<file path="src/logic/arm_pkg.sv">
package arm_pkg;

	localparam int DATA_W = 32;
	// 256 words of unified memory by default
	localparam int ADDR_W = 8;
	localparam int REG_COUNT = 16;

	typedef enum logic [1:0] {
		MODE_ARITH  = 2'b00,
		MODE_MEMORY = 2'b01,
		MODE_BRANCH = 2'b10,
		MODE_HALT   = 2'b11
	} mode_e;

	// Data-processing opcodes in ARM numbering
	typedef enum logic [3:0] {
		OP_AND = 4'b0000,
		OP_EOR = 4'b0001,
		OP_SUB = 4'b0010,
		OP_ADD = 4'b0100,
		OP_ADC = 4'b0101,
		OP_SBC = 4'b0110,
		OP_TST = 4'b1000,
		OP_CMP = 4'b1010,
		OP_ORR = 4'b1100,
		OP_MOV = 4'b1101,
		OP_MVN = 4'b1111
	} opcode_e;

	// CMP runs as SUB and TST as AND, loads and stores as ADD
	typedef enum logic [3:0] {
		EXE_NOP = 4'b0000,
		EXE_MOV = 4'b0001,
		EXE_ADD = 4'b0010,
		EXE_ADC = 4'b0011,
		EXE_SUB = 4'b0100,
		EXE_SBC = 4'b0101,
		EXE_AND = 4'b0110,
		EXE_ORR = 4'b0111,
		EXE_EOR = 4'b1000,
		EXE_MVN = 4'b1001
	} exe_cmd_e;

	typedef union packed {
		struct packed {
			logic [3:0] cond;
			mode_e mode;
			logic imm;
			opcode_e opcode;
			logic s;
			logic [3:0] rn;
			logic [3:0] rd;
			logic [11:0] op2;
		} dp;
		struct packed {
			logic [3:0] cond;
			mode_e mode;
			logic [1:0] pad;
			logic signed [23:0] offset;
		} br;
	} instr_u;

	typedef struct packed {
		logic n;
		logic z;
		logic c;
		logic v;
	} flags_t;

endpackage

</file>
<file path="src/logic/mem_bus_if.sv">
`timescale 1ns/1ps

interface mem_bus_if import arm_pkg::*; #(
	parameter int ADDR_W = arm_pkg::ADDR_W
) ();
	logic req;
	logic we;
	logic [ADDR_W-1:0] addr;
	logic [DATA_W-1:0] wdata;
	logic gnt;
	logic rvalid;
	logic [DATA_W-1:0] rdata;

	// Requester side holds its request until gnt
	modport master (output req, we, addr, wdata, input gnt, rvalid, rdata);
	modport slave (input req, we, addr, wdata, output gnt, rvalid, rdata);

endinterface

</file>
<file path="src/logic/load_store_unit.sv">
`timescale 1ns/1ps

module load_store_unit import arm_pkg::*; #(
	parameter int ADDR_W = arm_pkg::ADDR_W
) (
	input logic clk,
	input logic rst_n,
	input logic start,
	input logic is_load,
	input logic [ADDR_W-1:0] addr,
	input logic [DATA_W-1:0] store_data,
	mem_bus_if.master bus,
	output logic done,
	output logic [DATA_W-1:0] load_data
);

	logic busy;
	logic wait_rd;
	logic is_load_q;
	logic [ADDR_W-1:0] addr_q;
	logic [DATA_W-1:0] data_q;
	logic [DATA_W-1:0] load_q;

	assign bus.req = busy;
	assign bus.we = !is_load_q;
	assign bus.addr = addr_q;
	assign bus.wdata = data_q;

	// Store finishes at its grant, load when the word comes back
	assign done = (busy && bus.gnt && !is_load_q) || (wait_rd && bus.rvalid);
	assign load_data = (wait_rd && bus.rvalid) ? bus.rdata : load_q;

	always_ff @(posedge clk) begin
		if (!rst_n) begin
			busy <= 1'b0;
			wait_rd <= 1'b0;
		end else begin
			if (start)
				busy <= 1'b1;
			else if (busy && bus.gnt)
				busy <= 1'b0;
			if (busy && bus.gnt)
				wait_rd <= is_load_q;
			else if (bus.rvalid)
				wait_rd <= 1'b0;
		end
	end

	always_ff @(posedge clk) begin
		if (start) begin
			is_load_q <= is_load;
			addr_q <= addr;
			data_q <= store_data;
		end
		if (wait_rd && bus.rvalid)
			load_q <= bus.rdata;
	end

endmodule

</file>
<file path="src/flat_wrapper.sv">
// flat-port wrapper written by rule: the top's interface ports become plain ports
module load_store_unit_flat import arm_pkg::*;
#(
	parameter int ADDR_W = arm_pkg::ADDR_W
)
  (clk, rst_n, start, is_load, addr, store_data, done, load_data, bus_req, bus_we, bus_addr, bus_wdata, bus_gnt, bus_rvalid, bus_rdata);
  mem_bus_if #(.ADDR_W(ADDR_W)) bus_i ();
  input logic clk;
  input logic rst_n;
  input logic start;
  input logic is_load;
  input logic [ADDR_W-1:0] addr;
  input logic [DATA_W-1:0] store_data;
  output logic done;
  output logic [DATA_W-1:0] load_data;
  output wire logic [$bits(bus_i.req)-1:0] bus_req;
  output wire logic [$bits(bus_i.we)-1:0] bus_we;
  output wire logic [$bits(bus_i.addr)-1:0] bus_addr;
  output wire logic [$bits(bus_i.wdata)-1:0] bus_wdata;
  input wire logic [$bits(bus_i.gnt)-1:0] bus_gnt;
  input wire logic [$bits(bus_i.rvalid)-1:0] bus_rvalid;
  input wire logic [$bits(bus_i.rdata)-1:0] bus_rdata;
  assign bus_req = bus_i.req;
  assign bus_we = bus_i.we;
  assign bus_addr = bus_i.addr;
  assign bus_wdata = bus_i.wdata;
  assign bus_i.gnt = bus_gnt;
  assign bus_i.rvalid = bus_rvalid;
  assign bus_i.rdata = bus_rdata;
  load_store_unit #(.ADDR_W(ADDR_W)) u_core (.clk(clk), .rst_n(rst_n), .start(start), .is_load(is_load), .addr(addr), .store_data(store_data), .bus(bus_i), .done(done), .load_data(load_data));
endmodule
</file>
<file path="config.mk">
export PLATFORM = sky130hd
export DESIGN_NAME = load_store_unit_flat
export DESIGN_NICKNAME = d
export VERILOG_FILES = /design/src/logic/arm_pkg.sv /design/src/logic/mem_bus_if.sv /design/src/logic/load_store_unit.sv /design/src/flat_wrapper.sv
export SDC_FILE = /design/constraint.sdc
export NUM_CORES = 1
export LEC_CHECK = 0
export BUFFER_PORTS_ARGS = -buffer_cell sky130_fd_sc_hd__buf_2
export CELL_PAD_IN_SITES_DETAIL_PLACEMENT = 0
export CELL_PAD_IN_SITES_GLOBAL_PLACEMENT = 1
export CORE_MARGIN = 4
export CORE_UTILIZATION = 33
export DETAILED_ROUTE_END_ITERATION = 8
export PLACE_DENSITY_LB_ADDON = 0.2
export SLEW_MARGIN = 20
export SYNTH_ARGS = -nofsm -noshare
export SYNTH_HDL_FRONTEND = slang
export SYNTH_SLANG_ARGS = --single-unit
</file>
<file path="constraint.sdc">
create_clock -name clk -period 1.35 [get_ports clk]
set_clock_uncertainty 0.15 [all_clocks]
set_input_delay 0.135 -clock clk [delete_from_list [all_inputs] [get_ports clk]]
set_output_delay 0.135 -clock clk [all_outputs]
set_load 0.01 [all_outputs]
</file>
==> results of run 1 <==
==> flip-flops by register name (all words and copies together) (netlist names) <==
name / count
u_core.is_load_q: 1
u_core.bus.wdata: 32
u_core.bus.req: 1
u_core.wait_rd: 1
u_core.load_q: 32
u_core.bus.addr: 8
==> metal layers <==
| layer | vias to the layer above | global-route usage [%] | routed length (microns) |
|---|---|---|---|
| met5 | - | 0 | 0 |
| met4 | 0 | 7.33 | 131 |
| met3 | 12 | 5.98 | 708 |
| met2 | 106 | 23.5 | 2930 |
| met1 | 822 | 15.3 | 2440 |
| li1 | 862 | - | - |
==> synth_stat cells, drive strengths merged <==
master / instances / share of area [%]
mux2: 32 / 19
dfxtp: 34 / 28
o21a: 1 / 0.30
o21ai: 1 / 0.20
nand2: 2 / 0.41
nand3: 1 / 0.20
edfxtp: 41 / 50
a21boi: 1 / 0.30
nor2b: 1 / 0.25
nand3b: 1 / 0.30
inv: 1 / 0.15
buf: 3 / 1.4
==> stage by stage <==
step	area (sq um)	hold WS [ns]	power (W)	instances	setup slack [ns]
final	4310	-0.106	0.00621	436	-0.331
after CTS	4290	-0.128	0.00628	434	-0.362
after floorplan	2470	0.0839	0.00357	119	0.139
after global placement	3390	0.161	0.00411	373	-0.0159
after global routing	4310	-0.123	0.00654	436	-0.390
after detailed placement	3390	0.163	0.00412	373	-0.0498
==> placed cells by master (no fill, tap or decap), drive strengths merged <==
cell / n
edfxtp: 41
inv: 1
nor2b: 1
clkinvlp: 2
a21boi: 1
clkinv: 2
o21ai: 1
dlygate4sd3: 44
nand3b: 1
buf: 161
o21a: 1
nand2: 2
clkbuf: 11
bufinv: 1
mux2: 32
dfxtp: 34
nand3: 1
==> worst max-delay path by stage <==
| stage | cells past startpoint | endpoint | slack (ns) |
|---|---|---|---|
| global placement | 4 | load_data[31] | -0.02 |
| detailed placement | 4 | load_data[27] | -0.05 |
| floorplan | 3 | load_data[0] | 0.14 |
| CTS | 4 | load_data[27] | -0.36 |
| finish | 4 | load_data[27] | -0.33 |
| global route | 4 | load_data[27] | -0.39 |
==> logic make-up (layout without fill, tap and decap cells) <==
kind of cell | count (synthesis) | count (layout) | share of synthesized area, %
multiplexers | 32 | 32 | 19.0
AND/OR/NAND/NOR | 5 | 5 | 1.17
AO/OA/AOI/OAI | 3 | 3 | 0.811
buffers and inverters | 4 | 222 | 1.52
flip-flops | 75 | 75 | 77.5
==> layout make-up <==
class | instances | area [sq um]
tap | 99 | 124
multi-input combinational | 40 | 543
clock inverter | 5 | 55.1
timing repair buffer | 205 | 1540
clock buffer | 11 | 131
fill | 599 | 2940
sequential | 75 | 1920
inverter | 1 | 3.75
==> power by group through the flow <==
stage	clock, W	sequential (W)	combinational (W)
3_3_place_gp	0	0.00293	0.00118
6_report	0.00162	0.00289	0.00170
4_1_cts	0.00170	0.00289	0.00169
2_1_floorplan	0	0.00297	0.000597
3_5_place_dp	0	0.00294	0.00119
5_1_grt	0.00179	0.00292	0.00182
==> timing repair <==
| item | 4_1_cts | 5_1_grt |
|---|---|---|
| buffers inserted | 0 | 2 |
| gates resized for setup | 45 | 1 |
| setup endpoints to repair | 33 | 33 |
| cloned | 1 | 0 |
| pin swaps | 1 | 1 |
| hold endpoints to repair | 75 | 32 |
==> results.cfg, run 1 <==
[status]
outcome = finished, violations left
violations = hold timing, setup timing

[global_route]
grt_first_pass_wirelength_mm = 9.45
grt_overflow = 0
antenna_found_initial = 0
track_usage_pct = 14.1
grt_max_degree = 43
grt_pass1_vias = 2015

[finish]
num_antenna_cells = 0
layout.nets = 410
final_util_pct = 59.4
drive_gt1_share_pct = 62.0
syn2layout_area_growth_pct = 74.6

[critical_path]
path_class = reg2out
crit_fanout = 7
cp.arrival_ns = 1.40
required_ns = 1.07
r2r_start = u_core.wait_rd$_SDFFE_PN0P_
cpPeakStageDelay_ns = 0.37
start_kind = flip-flop
startpoint = u_core.wait_rd$_SDFFE_PN0P_
rrSetupSlack_ns = 0.04
crit_path_top_delay_cell = dfxtp_4
path_delay_family = flip-flops
r2r_end = u_core.load_q[0]$_DFF_P_
path_cells = nand2_8, buf_8, mux2_4, buf_6
worst-path-buf-inv = 2
reg2reg_depth = 4
crit_path_end_kind = primary output

[sta]
min_period_over_period_pct = 125
maxSlewHeadroom_pct = 85.2
drv_slew = 0
tightest_slew_ns = 0.221
period_minus_slack_ns = 1.68
timing.fmax_mhz = 595
fin_ws_ns = -0.331
grt_setup_unrepaired = true
holdWs_ns = -0.106
setup_viol = 33
hold_violations = 32
finalSetupTns_ns = -10.24

[floorplanning]
die_y_microns = 94.5
core_area_sq_mm = 0.00725
start_util_pct = 34.0
fp-row-count = 31
die_x_microns = 94.5
die_area_sq_mm = 0.00892
io_pins = 153

[yosys]
syn_inst = 119
syn_area_sq_mm = 0.00247
synth_seq_cells = 75
post_synth_num_cell_types = 14
avgSynthCellArea_sq_um = 20.7
yosys_warnings = 0
syn-num-nets = 197
seq_area_frac_synth_pct = 77.5

[cts]
clock-sinks = 75
cts_tree = built
clk_path_buf_depth = 2
htreeDepth = 3
worstSkewPairLatency_ns = 0.33
postCtsHoldBufs = 44
path_clk_slew_ns = 0.08
clock-root-buffer = clkbuf_8
numCtsBuffers = 9

[route]
drt.antenna.violating_nets = 0
routed_wl_mm = 6.21
drt_first_pass_iters = 2
num_vias = 1802
wire_per_inst_microns = 14.2
vias_per_cell = 4.13
drc = 0
drt_iter0_markers = 30

[worst_hold_path]
hold_path_class = in2reg
hold_path_end = u_core.load_q[26]$_DFF_P_
hold_path_depth = 2
hold_start = bus_rdata[26]

[placed_design]
globalplace.congestion = 0.710
io_buffers = 152
dp_hpwl_mm = 4.23

[power]
p_per_area_mw_per_mm2 = 1440
clockPowerShare_pct = 26.1
seq_power_share_pct = 46.5
p_sw_w = 0.00149
intPower_w = 0.00472
combPwrFrac_pct = 27.3
ir_drop_v = 0.000738
leakage_nw = 2.03
swShare_pct = 24.0

[job]
maxCapViolCount = 0
Note: power is estimated with default switching activity, not from simulation.
==> run 2: changes to the inputs <==
--- a/config.mk
+++ b/config.mk
@@ -12,6 +12,7 @@
 export CORE_UTILIZATION = 33
 export DETAILED_ROUTE_END_ITERATION = 8
 export PLACE_DENSITY_LB_ADDON = 0.2
+export RECOVER_POWER = 25
 export SLEW_MARGIN = 20
 export SYNTH_ARGS = -nofsm -noshare
 export SYNTH_HDL_FRONTEND = slang
==> run 2 against run 1 <==
The run still ends with hold timing, setup timing left. Fmax is essentially flat. Count of clock-buffer cells in the layout did not move. Global-route usage unchanged.
==> results.cfg, run 2 (same netlist as run 1, synthesis figures left out) <==
[sta]
holdWs_ns = -0.107
tightest_slew_ns = 1.02
drv_slew = 0
fin_ws_ns = -0.332
maxSlewHeadroom_pct = 32.2
period_minus_slack_ns = 1.68
timing.fmax_mhz = 595
min_period_over_period_pct = 125
setup_viol = 33
hold_violations = 32
grt_setup_unrepaired = true

[global_route]
globalRouteMet1Util_pct = 15.3
grt-busiest-layer = met2
grt_first_pass_wirelength_mm = 9.45
grtUsageMet2_pct = 23.5
grt_pass1_vias = 2015
grt_overflow = 0
antenna_found_initial = 0
grt_util_met3_pct = 5.98
grt_max_degree = 43
track_usage_pct = 14.1

[finish]
num_antenna_cells = 0
syn2layout_area_growth_pct = 74.0
layout_common_cells = buf_2 (120), dlygate4sd3_1 (44), edfxtp_1 (41)
drive_gt1_share_pct = 62.0
finalNonFillerCells = 436
final_common_cell = buf_2
final_area_sq_mm = 0.00429
layout.nets = 410

[route]
drt_first_pass_iters = 2
num_vias = 1796
routed_wl_mm = 6.21
drc = 0
drt_iter0_markers = 24
wire_per_inst_microns = 14.3
drt.antenna.violating_nets = 0
vias_per_cell = 4.12

[floorplanning]
start_util_pct = 34.0
io_pins = 153
fp-row-count = 31
die_y_microns = 94.5
core_area_sq_mm = 0.00725
die_x_microns = 94.5
die_area_sq_mm = 0.00892

[critical_path]
cp.depth = 4
reg2reg_depth = 4
worst-path-buf-inv = 2
path_class = reg2out
start_kind = flip-flop
crit_path_top_delay_cell = dfxtp_4
cpPeakStageDelay_ns = 0.37
crit_fanout = 7
crit_path_end_kind = primary output
path_cells = nand2_8, buf_8, mux2_4, buf_6
required_ns = 1.07
cp.arrival_ns = 1.40
path_delay_family = flip-flops

[cts]
clk_path_buf_depth = 2
htreeDepth = 3
clock-root-buffer = clkbuf_8
path_clk_slew_ns = 0.08
clock-sinks = 75
cts_tree = built
postCtsHoldBufs = 44
numCtsBuffers = 9
worstSkewPairLatency_ns = 0.33

[placed_design]
pre_cts_slack_ns = -0.0498
dp_cells = 373
placed_area_sq_mm = 0.00339
io_buffers = 152
globalplace.congestion = 0.710
dp_hpwl_mm = 4.23

[job]
maxCapViolCount = 0

[power]
ir_drop_v = 0.000738
p_per_area_mw_per_mm2 = 1450
leakage_nw = 2.02

[status]
violations = hold timing, setup timing
outcome = finished, violations left

[worst_hold_path]
hold_path_depth = 2
hold_path_class = in2reg
==> run 2: what timing repair did <==
item | 4_1_cts | 5_1_grt
hold endpoints to repair | 75 | 32
pin swaps | 1 | 1
gates resized for setup | 45 | 1
setup buffers | 0 | 2
setup endpoints to repair | 33 | 33
cloned | 1 | 0
==> run 2: metal layers <==
layer	vias up	share of wire [%]
met1	817	39
li1	862	-
met5	-	0
met2	104	47
met4	0	2.2
met3	13	11
==> run 2: worst paths after layout <==
kind / to / startpoint / slack (ns)
worst max-delay path: load_data[27] / u_core.wait_rd$_SDFFE_PN0P_ / -0.33
worst min-delay path: u_core.load_q[26]$_DFF_P_ / bus_rdata[26] / -0.11
worst max register to register: u_core.load_q[0]$_DFF_P_ / u_core.wait_rd$_SDFFE_PN0P_ / 0.04
worst min register to register: u_core.load_q[10]$_DFF_P_ / u_core.load_q[10]$_DFF_P_ / 0.33
==> run 2: layout make-up <==
type | instances | area, sq um
Sequential cell | 75 | 1920
Clock buffer | 11 | 131
Inverter | 1 | 3.75
Tap cell | 99 | 124
Multi-Input combinational cell | 40 | 543
Timing Repair Buffer | 205 | 1520
Fill cell | 601 | 2960
Clock inverter | 5 | 55.1
==> run 2: through the flow <==
stage	setup TNS (ns)	utilization, %	hold slack, ns	power (W)
after floorplan	0	-	0.0839	0.00357
after global placement	-0.114	46.7	0.161	0.00411
after detailed placement	-0.538	46.7	0.163	0.00412
after CTS	-11.32	59.2	-0.128	0.00628
after global routing	-12.32	59.2	-0.123	0.00653
final	-10.28	59.2	-0.107	0.00621
==> run 2: report_power, final <==
part	internal (W)	leakage (nW)	switching, W
clock	0.000849	0.0893	0.000778
sequential	0.00279	0.687	0.000101
combinational	0.00108	1.25	0.000614
==> run 2: worst register-to-register path, delay by kind of cell, from the launching register on <==
family	cells	cell delay, ns
buf+inv	2	0.28
flops	1	0.37
mux	1	0.31
simple gates	1	0.11
